$ cat src/common/sdio_params.svh
`ifndef SDIO_PARAMS_SVH
`define SDIO_PARAMS_SVH

// Command frame fields
`define SDIO_CMD_LEN 6
`define SDIO_ARG_LEN 32
`define SDIO_CRC_LEN 7

// Function register banks
`define SDIO_NUM_FUNC 4
`define SDIO_REG_DEPTH 16

`endif
$ cat src/common/sdio_func_pkg.sv
`default_nettype none

package sdio_func_pkg;

    typedef logic [2:0]  func_num_t;
    typedef logic [16:0] reg_addr_t;

    typedef struct packed {
        logic       com_crc_error;
        logic       illegal_command;
        logic [1:0] io_current_state;
        logic       error;
        logic       rfu;
        logic       function_number;
        logic       out_of_range;
    } r5_flags_t;

    // CMD52 argument layout
    localparam int ARG_RW_BIT  = 31;
    localparam int ARG_FUNC_HI = 30;
    localparam int ARG_FUNC_LO = 28;
    localparam int ARG_RAW_BIT = 27;
    localparam int ARG_ADDR_HI = 25;
    localparam int ARG_ADDR_LO = 9;
    localparam int ARG_DATA_HI = 7;
    localparam int ARG_DATA_LO = 0;

endpackage

`default_nettype wire

$ cat src/common/sdio_proto_pkg.sv
`default_nettype none
`include "sdio_params.svh"

package sdio_proto_pkg;

    localparam logic [`SDIO_CMD_LEN-1:0] CMD_IO_RW_DIRECT   = 6'd52;
    localparam logic [`SDIO_CMD_LEN-1:0] CMD_IO_RW_EXTENDED = 6'd53;

    typedef enum logic [1:0] {
        RESP_READY   = 2'd0,
        RESP_BUSY    = 2'd1,
        RESP_INVALID = 2'd2
    } resp_status_e;

    // Bit positions counted from the transmission bit
    localparam int FRM_TX_POS  = 0;
    localparam int FRM_CMD_POS = FRM_TX_POS + 1;
    localparam int FRM_ARG_POS = FRM_CMD_POS + `SDIO_CMD_LEN;
    localparam int FRM_CRC_POS = FRM_ARG_POS + `SDIO_ARG_LEN;
    localparam int FRM_END_POS = FRM_CRC_POS + `SDIO_CRC_LEN;
    localparam int FRM_LEN     = FRM_END_POS + 2;  // Start bit included

endpackage

`default_nettype wire

$ cat src/verilog/sdio_resp_merge.sv
`timescale 1ns/1ps
`default_nettype none
`include "sdio_params.svh"

module sdio_resp_merge (
    input  logic                           clk_sdio,
    input  logic                           arst_n,
    input  logic [`SDIO_NUM_FUNC-1:0]      rd_valid,
    input  logic [`SDIO_NUM_FUNC-1:0][7:0] rdata,
    input  logic                           err_valid,
    input  sdio_func_pkg::r5_flags_t       err_flags,
    input  logic                           err_invalid,
    output sdio_proto_pkg::resp_status_e   resp_valid,
    output logic [`SDIO_ARG_LEN-1:0]       resp_arg
);

    localparam int PAD = `SDIO_ARG_LEN - 16;

    logic       any_rd;
    logic [7:0] rd_byte;

    assign any_rd = |rd_valid;

    always_comb begin
        rd_byte = 8'h00;
        for (int i = 0; i < `SDIO_NUM_FUNC; i++) begin
            rd_byte = rd_byte | (rdata[i] & {8{rd_valid[i]}});
        end
    end

    always_ff @(posedge clk_sdio or negedge arst_n) begin
        if (!arst_n) begin
            resp_valid <= sdio_proto_pkg::RESP_BUSY;
        end else if (any_rd) begin
            resp_valid <= sdio_proto_pkg::RESP_READY;
        end else if (err_valid) begin
            resp_valid <= err_invalid ? sdio_proto_pkg::RESP_INVALID
                                      : sdio_proto_pkg::RESP_READY;
        end else begin
            resp_valid <= sdio_proto_pkg::RESP_BUSY;
        end
    end

    // R5 argument is flags then data
    always_ff @(posedge clk_sdio) begin
        if (any_rd) begin
            resp_arg <= {{PAD{1'b0}}, 8'h00, rd_byte};  // No error flags
        end else if (err_valid) begin
            resp_arg <= {{PAD{1'b0}}, err_flags, 8'h00};
        end
    end

endmodule

`default_nettype wire

$ cat config.mk
export PLATFORM = sky130hd
export DESIGN_NAME = sdio_resp_merge
export DESIGN_NICKNAME = d
export VERILOG_FILES = /design/src/common/sdio_func_pkg.sv /design/src/common/sdio_proto_pkg.sv /design/src/verilog/sdio_resp_merge.sv
export VERILOG_INCLUDE_DIRS = /design/src /design/src/common
export SDC_FILE = /design/constraint.sdc
export NUM_CORES = 1
export LEC_CHECK = 0
export BUFFER_PORTS_ARGS = -buffer_cell sky130_fd_sc_hd__buf_2
export CORE_ASPECT_RATIO = 1.75
export CORE_MARGIN = 1
export CORE_UTILIZATION = 39
export DETAILED_ROUTE_END_ITERATION = 16
export PLACE_DENSITY = 0.83
export RECOVER_POWER = 25
export SYNTH_ARGS = -nofsm -noshare
export SYNTH_HDL_FRONTEND = slang
export SYNTH_SLANG_ARGS = --single-unit
export TNS_END_PERCENT = 100
$ cat constraint.sdc
create_clock -name clk_sdio -period 0.9 [get_ports clk_sdio]
set_input_delay 0.135 -clock clk_sdio [delete_from_list [all_inputs] [get_ports clk_sdio]]
set_output_delay 0.135 -clock clk_sdio [all_outputs]
set_load 0.02 [all_outputs]
==> impl_metrics.tcl <==
set metrics [dict create \
    max-cap-violations 0 \
    worstSetupEndpointType "output pin" \
    cts.clk_slew.worst_paths_ns 0.09 \
    synth-seq-area-share 0.496 \
    async_flop_share 0.111 \
    dp_hpwl_um 1770 \
    crit_type "flop to output pin" \
    max_freq_mhz 945 \
    die_w_um 38.5 \
    tns_ns -1.42 \
    core_um2 2150 \
    period_minus_slack_ns 1.06 \
    grt_use_met3 0.0202 \
    overflow 0 \
    final_util 0.628 \
    wirelength_um 2170 \
    power_mw 1.72 \
    ir_drop_v 0.000726 \
    ctsHtreeMaxLevel 1 \
    avgRoutedWirePerCell_um 12.0 \
    syn_inst 86 \
    cts_max_path_buffers 2 \
    antennaDiodeCount 0 \
    grt_pass1_vias 813 \
    clock_latency_ns 0.28 \
    vias 854 \
    p_per_area_nw_per_um2 1280 \
    drc 0 \
    grt_max_degree 11 \
    io_buffers 65 \
    crit_arrival_ns 0.92 \
    drive_gt1_frac 0.541 \
    yosys.area.top_type "edfxtp_1" \
    gp_congestion 0.727 \
    post-route-period-util 1.18 \
    ys_types 15 \
    finalHoldViolCount 0 \
    grt.busiest_layer "met2" \
    path_cells "buf_6" \
    multiInputGateArea_um2 352 \
    met2_usage 0.342 \
    violations "negative setup slack" \
    syn_area_um2 911 \
    dpl.cell_count 175 \
    crit_buf_inv 1 \
    synth_common_cells "a22oi_1, buf_4, nor2_1" \
    clockRootBuffer "clkbuf_4" \
    layout_setup_ws_ns -0.159 \
    rsz0062_at_grt "true" \
    clock_skew_ns 0 \
    grt_first_pass_wirelength_um 3220 \
    start_util 0.424 \
    critPathSlowestCell "dfstp_2" \
    fillers 176 \
    clock_sinks 18 \
    hold_class "input port to flop" \
    synth_top_area_frac 0.264 \
    final_nets 206 \
    dr.pass1.iters 2 \
    tritoncts "done" \
    dieArea_um2 2540 \
    cts_buffers 3 \
    grt_antenna_before_repair 0 \
    grt_use_met1 0.176 \
    area_delta_synth_final_pct 47.9 \
    synth_area_leaders "edfxtp_1, dfxtp_1, a22oi_1" \
    yosysWarnings 0 \
    power.leakage_nw 0.686 \
    slowest_delay_ns 0.54 \
    worst_setup_path_start_kind "flop" \
    path_delay_family "flip-flops" \
    run_status "finished, violations left" \
    crit_fanout 1 \
    synth_edf_count 8 \
    setup_violations 18 \
    fin_cells 181 \
    grt_use_total 0.177 \
    drt-initial-drc-count 5 \
    row_count 22 \
    vias_per_cell 4.72 \
    final_max_slew_viol_count 0 \
    ff_latch_area_um2 462 \
    die_h_um 65.9 \
    ys_ff_latch 18 \
    detail-route-antenna-nets 0 \
    ys.flop_type "edfxtp_1" \
    critical_path_required_ns 0.76 \
    io_pins 82 \
    avgSynthCellArea_um2 10.6 \
]
-- worst paths after layout --
kind | from | end | slack, ns | cells after the start
max in group asynchronous | arst_n | resp_valid[0]$_DFF_PN1_ | 0.53 | 2
min in group asynchronous | arst_n | resp_valid[1]$_DFF_PN0_ | 0.16 | 2
worst max register to register | resp_arg[11]$_SDFFE_PP0P_ | resp_arg[11]$_SDFFE_PP0P_ | 0.16 | 3
worst max-delay path | resp_valid[0]$_DFF_PN1_ | resp_valid[0] | -0.16 | 1
worst min-delay path | err_invalid | resp_valid[1]$_DFF_PN0_ | 0.08 | 3
worst min register to register | resp_arg[12]$_SDFFE_PP0P_ | resp_arg[12]$_SDFFE_PP0P_ | 0.53 | 2
-- power breakdown --
part / internal, mW / switching (mW) / total, mW
clock: 0.161 / 0.220 / 0.380
sequential: 0.901 / 0.0153 / 0.916
combinational: 0.191 / 0.232 / 0.423
-- state kept, by name, summed over array words and instances, names as in the netlist --
register / count
resp_valid: 2
resp_arg: 16
-- through the flow --
stage,cell area (µm²),hold slack (ns),worst slack (ns)
2_1_floorplan,973,-0.161,-0.407
3_3_place_gp,1210,-0.0817,-0.410
3_5_place_dp,1210,-0.0779,-0.423
4_1_cts,1300,0.0826,-0.158
5_1_grt,1350,0.0785,-0.191
6_report,1350,0.0816,-0.159
-- cell usage in the layout, fill, tap and decap left out, drive strengths merged, types with 5 or more instances in the layout --
cell type	count
clkbuf	5
conb	16
nand2	9
mux2i	8
edfxtp	8
a22oi	16
nor2	10
buf	71
dfxtp	8
-- layer usage --
metal	vias up	part of all wire
li1	413	-
met1	374	0.36
met2	65	0.56
met3	2	0.075
met4	0	0.0088
met5	-	0
-- logic make-up after synthesis --
logic type / synth area share
other cells: 0.00412
simple gates: 0.0975
compound gates: 0.132
flops: 0.496
mux: 0.0879
buf+inv: 0.183
-- timing repair --
| item | 4_1_cts | 5_1_grt |
|---|---|---|
| endpoints found under the hold margin | 2 | 0 |
| gates cloned | 0 | 0 |
| resized for setup | 21 | 14 |
| hold buffers | 1 | 0 |
| buffers inserted | 0 | 1 |
| setup endpoints to repair | 26 | 26 |
-- layout make-up --
cell class              count  share of cell area
well taps                  24              0.0223
flip-flops and latches     18               0.343
clock inverters             1             0.00279
repair buffers             74               0.355
clock buffers               3              0.0167
multi-input cells          61               0.261
Power figures use the tool's default switching activity.
