`src/common/sdio_params.svh`:
```
`ifndef SDIO_PARAMS_SVH
`define SDIO_PARAMS_SVH

// Command frame fields
`define SDIO_CMD_LEN 6
`define SDIO_ARG_LEN 32
`define SDIO_CRC_LEN 7

// Function register banks
`define SDIO_NUM_FUNC 4
`define SDIO_REG_DEPTH 16

`endif
```
`src/common/sdio_func_pkg.sv`:
```
`default_nettype none

package sdio_func_pkg;

    typedef logic [2:0]  func_num_t;
    typedef logic [16:0] reg_addr_t;

    typedef struct packed {
        logic       com_crc_error;
        logic       illegal_command;
        logic [1:0] io_current_state;
        logic       error;
        logic       rfu;
        logic       function_number;
        logic       out_of_range;
    } r5_flags_t;

    // CMD52 argument layout
    localparam int ARG_RW_BIT  = 31;
    localparam int ARG_FUNC_HI = 30;
    localparam int ARG_FUNC_LO = 28;
    localparam int ARG_RAW_BIT = 27;
    localparam int ARG_ADDR_HI = 25;
    localparam int ARG_ADDR_LO = 9;
    localparam int ARG_DATA_HI = 7;
    localparam int ARG_DATA_LO = 0;

endpackage

`default_nettype wire

```
`src/verilog/sdio_func_regs.sv`:
```
`timescale 1ns/1ps
`default_nettype none
`include "sdio_params.svh"

module sdio_func_regs #(
    parameter int FUNC_IDX = 0
) (
    input  logic                      clk_sdio,
    input  logic                      arst_n,
    input  logic [`SDIO_NUM_FUNC-1:0] sel,
    input  logic                      wr,
    input  logic                      raw,
    input  sdio_func_pkg::reg_addr_t  addr,
    input  logic [7:0]                wdata,
    output logic                      rd_valid,
    output logic [7:0]                rdata
);

    localparam int AW = $clog2(`SDIO_REG_DEPTH);

    logic [7:0]    regs [`SDIO_REG_DEPTH];
    logic [AW-1:0] idx;
    logic          hit;

    assign hit = sel[FUNC_IDX];
    assign idx = addr[AW-1:0];  // Range checked upstream

    always_ff @(posedge clk_sdio or negedge arst_n) begin
        if (!arst_n) begin
            for (int i = 0; i < `SDIO_REG_DEPTH; i++) begin
                regs[i] <= 8'h00;
            end
            rd_valid <= 1'b0;
            rdata    <= 8'h00;
        end else begin
            rd_valid <= hit;
            if (hit) begin
                if (wr) begin
                    regs[idx] <= wdata;
                    rdata     <= raw ? wdata : regs[idx];  // RAW returns new value
                end else begin
                    rdata <= regs[idx];
                end
            end
        end
    end

endmodule

`default_nettype wire

```
`config.mk`:
```
export PLATFORM = sky130hd
export DESIGN_NAME = sdio_func_regs
export DESIGN_NICKNAME = d
export VERILOG_FILES = /design/src/common/sdio_func_pkg.sv /design/src/verilog/sdio_func_regs.sv
export VERILOG_INCLUDE_DIRS = /design/src /design/src/common
export SDC_FILE = /design/constraint.sdc
export NUM_CORES = 1
export LEC_CHECK = 0
export BUFFER_PORTS_ARGS = -buffer_cell sky130_fd_sc_hd__buf_2
export CAP_MARGIN = 20
export CORE_MARGIN = 2
export CORE_UTILIZATION = 43
export DETAILED_ROUTE_END_ITERATION = 12
export PLACE_DENSITY = 0.59
export SYNTH_ARGS = -nofsm -noshare
export SYNTH_HDL_FRONTEND = slang
export SYNTH_SLANG_ARGS = --single-unit
```
`constraint.sdc`:
```
create_clock -name clk_sdio -period 1.6 [get_ports clk_sdio]
set_input_delay 0.08 -clock clk_sdio [delete_from_list [all_inputs] [get_ports clk_sdio]]
set_output_delay 0.08 -clock clk_sdio [all_outputs]
set_load 0.02 [all_outputs]
```
==> impl_metrics.py <==
metrics = {
    "status": {
        "status": "complete, no violations",
    },
    "sta": {
        "whs_ns": 0.0567,
        "hold_viol_final": 0,
        "rsz0062_at_grt": "true",
        "timing.final.max_slew_violations": 0,
        "finClkSkew_ns": 0.00612,
        "min_period_over_period_pct": 98.9,
        "min_period_ns": 1.58,
        "worst_pin_slew_ns": 0.434,
        "fmax_ghz": 0.632,
        "setup_viol": 0,
        "relSlewSlack_pct": 71.0,
    },
    "logic_synthesis": {
        "synth_top_family_by_area": "multiplexers",
        "synth.cell_area_um2": 6380,
        "ys_types": 32,
        "muxShareOfSynthArea_pct": 35.1,
        "syn_inst": 414,
        "syn_area_per_cell_um2": 15.4,
        "ys_ff_latch": 137,
        "synth-xor-area-share_pct": 0,
        "ys.flop_type": "dfrtp_1",
        "synth-seq-area-share_pct": 53.8,
        "syn_nets": 447,
        "ys_warn_count": 0,
        "yosys.area_share.simple_pct": 5.49,
        "synth_fa_ha_area_share_pct": 0,
        "synth-edff-count": 0,
        "synth_compound_area_share_pct": 2.94,
        "async_reset_ff_share_pct": 100,
    },
    "clocking": {
        "insertion_delay_ns": 0.42,
        "cts_buffer_depth": 2,
        "cts_setup_buffers": 0,
        "cts_made_buffers": 17,
        "numClockSinks": 137,
        "tritoncts": "done",
        "clk_pin_slew_worst_paths_ns": 0.06,
        "htreeDepth": 4,
        "cts_root_buf": "clkbuf_16",
    },
    "job": {
        "drv_cap": 0,
    },
    "global_routing": {
        "antenna_found_initial": 0,
        "overflow": 0,
        "grt_first_pass_wirelength_um": 23500,
        "grt_pass1_vias": 4238,
        "grt_max_degree": 50,
        "grt_usage_pct": 19.8,
    },
    "die": {
        "core_um2": 14500,
        "die_area_um2": 15800,
        "fp.dieW_um": 126,
        "num_io_pins": 42,
        "start_util_pct": 43.9,
        "rows": 44,
        "chipHeight_um": 126,
    },
    "routing": {
        "vias_per_cell": 5.65,
        "wl_met2_um": 6860,
        "first_pass_iters": 4,
        "vias": 3838,
        "post_drt_wl_per_cell_um": 21.1,
        "met3_length_um": 579,
        "met1_length_um": 6670,
        "route.top_layer_used": "met4",
        "final_antenna_net_count": 0,
        "drc": 0,
        "drt-initial-drc-count": 251,
        "drt-total-wl_um": 14300,
    },
    "power": {
        "p_leak_nw": 3.51,
        "p_per_area_nw_per_um2": 1260,
        "ir_drop_mv": 0.756,
    },
    "placed_design": {
        "dp.cells": 646,
        "io_buffers": 25,
        "place_congestion": 0.774,
        "dp_hpwl_um": 9760,
    },
    "critical_path": {
        "required_ns": 1.91,
        "cpPeakStageDelay_ns": 0.48,
        "cp_top_family": "multiplexers",
        "crit_buf_inv": 0,
        "reg2reg_setup_slack_ns": 0.02,
        "crit_arrival_ns": 1.90,
        "cp_num_cells": 4,
        "ff2ff_path_depth": 4,
        "cp_max_fo": 2,
        "critPathLaunchType": "register",
        "cp-end-kind": "register",
        "path_common_cell": "mux4_2",
        "crit_path_cell_trace": "mux4_2 -> mux4_2 -> nor2_2 -> nor2_1",
        "crit_type": "reg -> reg",
        "r2r_end": "rdata[4]",
        "cp_slowest_cell": "mux4_2",
        "r2r_start": "regs[12]",
    },
    "layout": {
        "fin_util_pct": 53.2,
        "drive_gt1_share_pct": 56.2,
        "final_nets": 515,
        "antenna_cells": 0,
        "synthToLayoutAreaGrowth_pct": 21.3,
        "post_layout_nonfiller_instances": 679,
    },
    "min_path": {
        "hold_path.startpoint": "sel[0]",
        "hold_path_class": "in -> reg",
        "whs_path_depth": 2,
        "min_to": "rd_valid",
    },
}
-- power by group --
part	internal [W]	switching, W
combinational	0.000944	0.000587
sequential	0.00413	0.000348
clock	0.00229	0.00147
total	0.00736	0.00240
-- cell usage in the layout, fill, tap and decap left out, types with 3 or more instances in the layout --
master | synthesis | routed
and3b_1 | 7 | 7
clkbuf_16 | 0 | 17
clkinv_2 | 0 | 5
nand2_1 | 5 | 5
clkbuf_8 | 0 | 4
o22ai_1 | 12 | 12
dfrtp_1 | 137 | 137
nor2_1 | 7 | 6
a22oi_1 | 3 | 3
clkinvlp_4 | 0 | 3
buf_4 | 2 | 34
mux2i_1 | 14 | 14
buf_2 | 8 | 24
nor3_1 | 4 | 4
a21oi_1 | 7 | 7
a31oi_1 | 4 | 4
buf_12 | 0 | 16
nor2_2 | 9 | 10
mux2_4 | 16 | 16
a211oi_1 | 4 | 4
mux4_2 | 23 | 26
mux2_2 | 112 | 112
nand2b_1 | 4 | 4
-- synthesized netlist by cell type (2+ instances only) --
master	n	area, um^2
a211oi_1	4	30.0
a21oi_1	7	35.0
a22oi_1	3	22.5
a31oi_1	4	25.0
and3b_1	7	61.3
buf_2	8	40.0
buf_4	2	15.0
buf_6	7	78.8
clkbuf_1	10	37.5
dfrtp_1	137	3430
mux2_2	112	1260
mux2_4	16	240
mux2i_1	14	140
mux4_1	3	78.8
mux4_2	23	518
nand2_1	5	18.8
nand2b_1	4	25.0
nand3_1	2	10.0
nand4b_1	2	17.5
nor2_1	7	26.3
nor2_2	9	56.3
nor3_1	4	20.0
nor4_1	3	18.8
o22ai_1	12	75.1
or4_1	2	15.0
-- logic make-up after synthesis --
group / Yosys count
compound gates: 30
buf+inv: 27
flops: 137
mux: 168
simple gates: 52
-- sequential cells by signal, summed over array words and instances, names as in the netlist --
signal and count:
regs 128, rd_valid 1, rdata 8
-- stage by stage --
| stage | instance area, um^2 | setup slack [ns] | TNS [ns] | power (W) |
|---|---|---|---|---|
| 2_1_floorplan | 6380 | 0.0716 | 0 | 0.00554 |
| 3_3_place_gp | 7140 | -0.0398 | -0.218 | 0.00598 |
| 3_5_place_dp | 7140 | -0.0567 | -0.607 | 0.00606 |
| 4_1_cts | 7720 | 0.00290 | 0 | 0.00987 |
| 5_1_grt | 7730 | -0.0354 | -0.0354 | 0.0102 |
| 6_report | 7730 | 0.0170 | 0 | 0.00976 |
-- area by class of cell --
type | count | area [um^2]
Timing Repair Buffer | 76 | 717
Fill cell | 1230 | 6800
Multi-Input combinational cell | 250 | 2780
Clock buffer | 21 | 480
Sequential cell | 137 | 3430
Clock inverter | 11 | 95.1
Tap cell | 184 | 230
-- layer usage --
metal	track usage, %	up-vias
met4	6.59	0
li1	-	1703
met1	27.2	2045
met2	30.7	71
met5	0	-
met3	5.73	19
-- repair_timing --
| action | in CTS | in global routing |
|---|---|---|
| hold buffers | 1 | 0 |
| gates resized for setup | 1 | 5 |
| gates cloned | 0 | 0 |
| endpoints found under the setup margin | 1 | 3 |
| endpoints found under the hold margin | 117 | 0 |
-- worst max path at each step --
stage                     startpoint        to  slack, ns
after global routing        regs[12]  rdata[4]      -0.04
after CTS                   regs[15]  rdata[7]      0.003
after global placement       addr[1]  rdata[6]      -0.04
after floorplan             regs[68]  rdata[4]       0.07
after detailed placement     addr[1]  rdata[0]      -0.06
final                       regs[12]  rdata[4]       0.02
No activity file was read; power rests on OpenSTA's default activity.
