**src/common/sdio_params.svh**
```systemverilog
`ifndef SDIO_PARAMS_SVH
`define SDIO_PARAMS_SVH

// Command frame fields
`define SDIO_CMD_LEN 6
`define SDIO_ARG_LEN 32
`define SDIO_CRC_LEN 7

// Function register banks
`define SDIO_NUM_FUNC 4
`define SDIO_REG_DEPTH 16

`endif
```
**src/common/sdio_func_pkg.sv**
```systemverilog
`default_nettype none

package sdio_func_pkg;

    typedef logic [2:0]  func_num_t;
    typedef logic [16:0] reg_addr_t;

    typedef struct packed {
        logic       com_crc_error;
        logic       illegal_command;
        logic [1:0] io_current_state;
        logic       error;
        logic       rfu;
        logic       function_number;
        logic       out_of_range;
    } r5_flags_t;

    // CMD52 argument layout
    localparam int ARG_RW_BIT  = 31;
    localparam int ARG_FUNC_HI = 30;
    localparam int ARG_FUNC_LO = 28;
    localparam int ARG_RAW_BIT = 27;
    localparam int ARG_ADDR_HI = 25;
    localparam int ARG_ADDR_LO = 9;
    localparam int ARG_DATA_HI = 7;
    localparam int ARG_DATA_LO = 0;

endpackage

`default_nettype wire

```
**src/common/sdio_proto_pkg.sv**
```systemverilog
`default_nettype none
`include "sdio_params.svh"

package sdio_proto_pkg;

    localparam logic [`SDIO_CMD_LEN-1:0] CMD_IO_RW_DIRECT   = 6'd52;
    localparam logic [`SDIO_CMD_LEN-1:0] CMD_IO_RW_EXTENDED = 6'd53;

    typedef enum logic [1:0] {
        RESP_READY   = 2'd0,
        RESP_BUSY    = 2'd1,
        RESP_INVALID = 2'd2
    } resp_status_e;

    // Bit positions counted from the transmission bit
    localparam int FRM_TX_POS  = 0;
    localparam int FRM_CMD_POS = FRM_TX_POS + 1;
    localparam int FRM_ARG_POS = FRM_CMD_POS + `SDIO_CMD_LEN;
    localparam int FRM_CRC_POS = FRM_ARG_POS + `SDIO_ARG_LEN;
    localparam int FRM_END_POS = FRM_CRC_POS + `SDIO_CRC_LEN;
    localparam int FRM_LEN     = FRM_END_POS + 2;  // Start bit included

endpackage

`default_nettype wire

```
**src/verilog/sdio_io_dispatch.sv**
```systemverilog
`timescale 1ns/1ps
`default_nettype none
`include "sdio_params.svh"

module sdio_io_dispatch (
    input  logic                        clk_sdio,
    input  logic                        arst_n,
    input  logic [`SDIO_CMD_LEN-1:0]    req_cmd,
    input  logic [`SDIO_ARG_LEN-1:0]    req_arg,
    input  logic                        req_valid,
    output logic [`SDIO_NUM_FUNC-1:0]   sel,
    output logic                        wr,
    output logic                        raw,
    output sdio_func_pkg::reg_addr_t    addr,
    output logic [7:0]                  wdata,
    output logic                        err_valid,
    output sdio_func_pkg::r5_flags_t    err_flags,
    output logic                        err_invalid
);

    sdio_func_pkg::func_num_t req_func;
    sdio_func_pkg::reg_addr_t req_addr;
    sdio_func_pkg::r5_flags_t flags;
    logic                     is_cmd52;
    logic                     func_ok;
    logic                     addr_ok;
    logic                     access_ok;

    assign req_func = req_arg[sdio_func_pkg::ARG_FUNC_HI:sdio_func_pkg::ARG_FUNC_LO];
    assign req_addr = req_arg[sdio_func_pkg::ARG_ADDR_HI:sdio_func_pkg::ARG_ADDR_LO];

    assign is_cmd52  = (req_cmd == sdio_proto_pkg::CMD_IO_RW_DIRECT);
    assign func_ok   = int'(req_func) < `SDIO_NUM_FUNC;
    assign addr_ok   = int'(req_addr) < `SDIO_REG_DEPTH;
    assign access_ok = is_cmd52 && func_ok && addr_ok;

    always_comb begin
        flags = '0;
        flags.function_number = !func_ok;
        flags.out_of_range    = !addr_ok;
    end

    always_ff @(posedge clk_sdio or negedge arst_n) begin
        if (!arst_n) begin
            sel       <= '0;
            err_valid <= 1'b0;
        end else begin
            sel       <= '0;
            err_valid <= req_valid && !access_ok;
            if (req_valid && access_ok) begin
                sel <= {{(`SDIO_NUM_FUNC-1){1'b0}}, 1'b1} << req_func;  // One-hot bank
            end
        end
    end

    always_ff @(posedge clk_sdio) begin
        if (req_valid) begin
            wr          <= req_arg[sdio_func_pkg::ARG_RW_BIT];
            raw         <= req_arg[sdio_func_pkg::ARG_RAW_BIT];
            addr        <= req_addr;
            wdata       <= req_arg[sdio_func_pkg::ARG_DATA_HI:sdio_func_pkg::ARG_DATA_LO];
            err_flags   <= is_cmd52 ? flags : '0;
            err_invalid <= !is_cmd52;
        end
    end

endmodule

`default_nettype wire

```
**config.mk**
```make
export PLATFORM = sky130hd
export DESIGN_NAME = sdio_io_dispatch
export DESIGN_NICKNAME = d
export VERILOG_FILES = /design/src/common/sdio_func_pkg.sv /design/src/common/sdio_proto_pkg.sv /design/src/verilog/sdio_io_dispatch.sv
export VERILOG_INCLUDE_DIRS = /design/src /design/src/common
export SDC_FILE = /design/constraint.sdc
export NUM_CORES = 1
export LEC_CHECK = 0
export BUFFER_PORTS_ARGS = -buffer_cell sky130_fd_sc_hd__buf_2
export CORE_MARGIN = 5
export CORE_UTILIZATION = 43
export DETAILED_ROUTE_END_ITERATION = 6
export HOLD_SLACK_MARGIN = 0.06
export MAX_ROUTING_LAYER = met4
export PLACE_DENSITY = 0.83
export SLEW_MARGIN = 5
export SYNTH_ARGS = -nofsm -noshare
export SYNTH_HDL_FRONTEND = slang
export SYNTH_SLANG_ARGS = --single-unit
export TNS_END_PERCENT = 100
```
**constraint.sdc**
```tcl
create_clock -name clk_sdio -period 0.87 [get_ports clk_sdio]
set_input_delay 0.174 -clock clk_sdio [delete_from_list [all_inputs] [get_ports clk_sdio]]
set_output_delay 0.174 -clock clk_sdio [all_outputs]
set_load 0.005 [all_outputs]
```
==> out/summary.txt, run 1 <==
List of most frequent post-synthesis cells = edfxtp_1 (30), buf_4 (6), nor4_1 (6), dfrtp_1 (5)
Post-Syn Area per Cell = 19.7 sq um
Layout cells sized above 1 = 54.4%
Slowest stage delay, CP = 410 ps
Asr flop ratio synth = 14.3%
Hold_sp = req_arg[29]
Vias per cell = 4.80
Yosys warns = 0
Synth-to-Final Area Change = 68.7%
Metal1 wirelength = 1310 um
Largest net degree at the start of global routing = 25
Worst Path Required = 700 ps
Met3 WL post-DR = 401 um
Hold Crit Depth = 2
Clock transition at path regs = 100 ps
Hpwl dp = 2280 um
Number of synthesized flops with an enable pin = 30
Final WS setup = -184 ps
Pre-Repair DR Iteration Count = 4
Die area = 3960 sq um
Clock root buffer = clkbuf_4
Placement Setup Slack = -401 ps
CTS Buf Count = 5
Most frequent cell after synthesis = edfxtp_1
Final RePlAce weighted congestion = 0.782
Synth Instances = 61
Utilization after layout = 74.9%
Vias in the first global route = 1,080
Critical path type = reg -> out
Outcome = complete, but fails checks
Slew Limit Fails = 0
#FFs+latches synth = 35
Slowest cell on crit path = edfxtp_1
DR top layer = met4
GRT Residual Overflow = 0
Leakage = 0.896 nW
VDD IR max = 1.32 mV
Hold Crit Class = in -> reg
Hold EP = sel[1]
Critical Path, Cell by Cell = buf_2
First-pass GRT wire length = 5850 um
Chip height = 62.9 um
Vias = 959
Synth cell types = 16
Crit-path leading delay family = flip-flops
Post-synthesis sequential area ratio = 85.2%
Syn Std Cell Area = 1200 sq um
WL/cell = 17.8 um
Initial core utilization = 44.4%
Crit end category = output port
Crit-path max FO = 1
I/O Buffers = 73
Initial DRC Count = 69
Period Utilization, post-route = 121%
Area of the core = 2710 sq um
Max Freq = 949 MHz
Met2 wire len = 1840 um
Startpoint types = flop
Violated checks = setup timing
CTS Sinks = 35
TritonCTS clock tree = done
Buf+Inv Stages, Crit Path = 1
Total track usage = 19.8%
N_diodes = 0
Io pins = 82
Unrepaired setup endpoints after global routing = true
Area leader, netlist = edfxtp_1
CTS HTree Levels = 2
Initial antenna violation count = 0
Post-Route WL = 3560 um
Drc violations = 0
Clk buf depth = 2
PD cells = 1560 nW/um^2
Ranking of synthesized cells by area = edfxtp_1 (75%), dfrtp_1 (10%), buf_4 (3.7%)
Final Hold Violating Endpoints = 0
Top-area cell type share of the netlist area = 74.8%
Hold_ws = 73.3 ps
Antenna Nets Post-Route = 0
Fin crit period = 1050 ps
Setup violators final = 37
Die W = 62.9 um
Post-layout nets = 210
Ys flop type = edfxtp_1
Maxcap violations = 0
# rows = 19
Crit path arrival time = 880 ps
==> layer usage <==
metal | vias to the layer above | global-route usage, %
met5 | - | -
met4 | 0 | 6.10
met3 | 2 | 7.91
met2 | 63 | 32.7
met1 | 457 | 21.9
li1 | 437 | -
==> worst max-delay path by stage <==
stage / start / cells past startpoint / endpoint
global route: addr[12] / 1 / addr[12]
detailed placement: req_arg[24] / 5 / sel[2]
CTS: addr[10] / 1 / addr[10]
global placement: req_arg[24] / 5 / sel[2]
finish: addr[12] / 1 / addr[12]
floorplan: req_arg[24] / 3 / err_flags[0]
==> flip-flops by register name (all words and copies together), names as in the netlist <==
| signal | count |
|---|---|
| addr | 17 |
| wdata | 8 |
| sel | 4 |
| err_flags | 2 |
| err_invalid | 1 |
| err_valid | 1 |
| raw | 1 |
| wr | 1 |
==> kinds of logic (layout without fill, tap and decap cells) <==
| family | count (synthesis) | in the layout | synth area share, % |
|---|---|---|---|
| buffers and inverters | 8 | 111 | 4.37 |
| other | 1 | 6 | 0.312 |
| AOI/OAI and AO/OA | 1 | 1 | 0.624 |
| and+or+nand+nor | 16 | 16 | 9.46 |
| DFF | 35 | 35 | 85.2 |
==> per-stage QoR <==
step / cell area, sq um / setup TNS, ps / instances / power (mW)
6_report: 2030 / -4530 / 200 / 3.18
5_1_grt: 2030 / -6500 / 200 / 3.33
4_1_cts: 1980 / -4810 / 198 / 3.14
3_5_place_dp: 1640 / -2580 / 167 / 2.32
3_3_place_gp: 1640 / -2150 / 167 / 2.30
2_1_floorplan: 1240 / -604 / 66 / 2.07
==> area by class of cell <==
| type | count | area (sq um) |
|---|---|---|
| Inverter | 2 | 7.51 |
| Sequential cell | 35 | 1030 |
| Clock inverter | 2 | 8.76 |
| Fill cell | 154 | 679 |
| Clock buffer | 5 | 37.5 |
| Tap cell | 31 | 38.8 |
| Multi-Input combinational cell | 23 | 221 |
| Timing Repair Buffer | 102 | 691 |
==> where the power goes <==
part	total, mW	switching (mW)	internal (mW)
Sequential	1.97	0.0303	1.94
Clock	0.767	0.480	0.286
Combinational	0.437	0.193	0.244
Total	3.18	0.703	2.47
==> layout by cell type (no fill, tap or decap), drive strengths merged <==
cell type	netlist	final
clkbuf	0	5
dfrtp	5	5
nor2b	1	1
clkinv	0	2
nand2b	1	1
nor4	6	6
nand4	2	2
inv	2	2
nor3	1	1
nand2	1	1
conb	1	6
nand3	1	1
edfxtp	30	30
buf	6	77
o21a	1	1
nor4b	1	1
dlygate4sd3	0	25
nor2	2	2
==> timing repair <==
item | CTS | global route
setup endpoints to repair | 39 | 41
pin swaps | 2 | 6
buffers inserted | 0 | 1
gates resized for setup | 8 | 8
hold endpoints to repair | 28 | 3
hold buffers | 24 | 1
Note: power is estimated with default switching activity, not from simulation.
==> run 2: changes to the inputs <==
--- a/config.mk
+++ b/config.mk
@@ -13,6 +13,7 @@
 export HOLD_SLACK_MARGIN = 0.06
 export MAX_ROUTING_LAYER = met4
 export PLACE_DENSITY = 0.83
+export REMOVE_ABC_BUFFERS = 1
 export SLEW_MARGIN = 5
 export SYNTH_ARGS = -nofsm -noshare
 export SYNTH_HDL_FRONTEND = slang
==> run 2 against run 1 <==
Effect of this change: the run still ends with setup timing left; sequential share of layout area down 1.4 points; sequential power about the same; first-iteration DRC count fell by 17%; hold slack improved by 15 ps; wire length barely moved; non-clock buffer count grew 4; count of clock-buffer cells in the layout unchanged; critical path type unchanged; largest power group unchanged.
==> out/summary.txt, run 2 (synthesized netlist as in run 1, its figures left out) <==
Slowest cell on crit path = edfxtp_1
Area of the multi-input gates = 234 sq um
Slew Limit Fails = 0
Setup TNS = -5160 ps
Initial core utilization = 44.4%
Post-Route WL = 3570 um
Die area = 3960 sq um
Commonest non-fill, non-tap cell in the layout = buf_2
PD cells = 1540 nW/um^2
Max Freq = 955 MHz
CTS HTree Levels = 2
Final RePlAce weighted congestion = 0.774
Largest net degree at the start of global routing = 21
Crit path arrival time = 870 ps
CTS Sinks = 35
Clock root buffer = clkbuf_4
TritonCTS clock tree = done
Crit-path max FO = 1
Vias = 983
Top Registers = addr x17, wdata x8, sel x4
Crit. path cell count = 1
Antenna Nets Post-Route = 0
Clk buf depth = 2
Vias in the first global route = 1,092
Startpoint types = flop
Register Area = 1030 sq um
Hpwl dp = 2350 um
Fin crit period = 1050 ps
Total track usage = 18.5%
Most frequent cells in the layout = buf_2 (67), edfxtp_1 (30), dlygate4sd3_1 (26)
Period Utilization, post-route = 120%
Buf+Inv Stages, Crit Path = 1
I/O Buffers = 73
Metal1 wirelength = 1180 um
Crit-path leading delay family = flip-flops
Outcome = complete, but fails checks
Area of the core = 2710 sq um
Setup crit end = addr[11]
DR top layer = met4
Leakage = 0.927 nW
Worst Path Required = 700 ps
Post-layout nets = 214
Unrepaired setup endpoints after global routing = true
Io pins = 82
Violated checks = setup timing
CTS Buf Count = 5
VDD IR max = 1.40 mV
Clock transition at path regs = 100 ps
WL/cell = 17.5 um
Fill count = 152
First-pass GRT wire length = 5450 um
Synth-to-Final Area Change = 73.5%
Initial DRC Count = 57
Slowest stage delay, CP = 400 ps
Drc violations = 0
GRT Residual Overflow = 0
Top reg by flops = addr
Crit end category = output port
Hold_sp = req_arg[29]
Hold Crit Class = in -> reg
N_diodes = 0
Setup violators final = 41
Initial antenna violation count = 0
Max reg flops = 17
Critical Path, Cell by Cell = buf_2
Worst Setup SP = addr[11]
Final WS setup = -177 ps
# rows = 19
Met3 WL post-DR = 431 um
Placement Setup Slack = -429 ps
Die W = 62.9 um
Final Hold Violating Endpoints = 0
Met2 wire len = 1870 um
Vias per cell = 4.82
Critical path type = reg -> out
Maxcap violations = 0
Layout cells sized above 1 = 54.3%
Chip height = 62.9 um
Pre-Repair DR Iteration Count = 4
## run 2: cell count changes in the layout (fill, tap and decap cells not counted), sizes merged
cell         delta
buf             +3
dlygate4sd3     +1
## run 2: cell type report
type                    count  share of cell area (%)
well taps                  31                    1.86
repair buffers            106                    35.2
flip-flops and latches     35                    49.1
clock inverters             2                   0.419
clock buffers               5                    1.80
multi-input cells          23                    11.2
inverters                   2                   0.359
## run 2: how the worst min path moves through the flow
stage / to / slack [ps] / depth (start not counted)
after floorplan: err_valid / -120 / 0
after global placement: err_valid / -10 / 1
after detailed placement: err_valid / -8 / 1
after CTS: sel[0] / 30 / 2
after global routing: sel[1] / 80 / 2
final: sel[1] / 90 / 2
## run 2: what timing repair did
item,CTS,global route
hold buffers,26,0
endpoints found under the setup margin,40,40
endpoints found under the hold margin,32,0
pin swaps,7,3
resized for setup,8,13
buffers inserted,0,1
## run 2: stage by stage
stage / instance area (sq um) / total power [mW] / hold WS [ps] / utilization [%] / std cells
after global placement: 1640 / 2.30 / -14.6 / 60.5 / 170
after floorplan: 1180 / 2.05 / -122 / - / 60
after detailed placement: 1640 / 2.33 / -7.63 / 60.5 / 170
after CTS: 2000 / 3.19 / 30.9 / 73.6 / 203
final: 2090 / 3.22 / 88.1 / 77.1 / 204
after global routing: 2090 / 3.37 / 80.4 / 77.1 / 204
## run 2: where the power goes
| group | internal [mW] | switching (mW) | leakage (nW) |
|---|---|---|---|
| Clock | 0.286 | 0.498 | 0.0285 |
| Combinational | 0.260 | 0.198 | 0.537 |
| Sequential | 1.94 | 0.0304 | 0.361 |
## run 2: routing by layer
layer / GRT usage [%] / vias up
met5: - / -
li1: - / 444
met3: 7.91 / 9
met2: 32.2 / 62
met1: 18.2 / 468
met4: 6.37 / 0
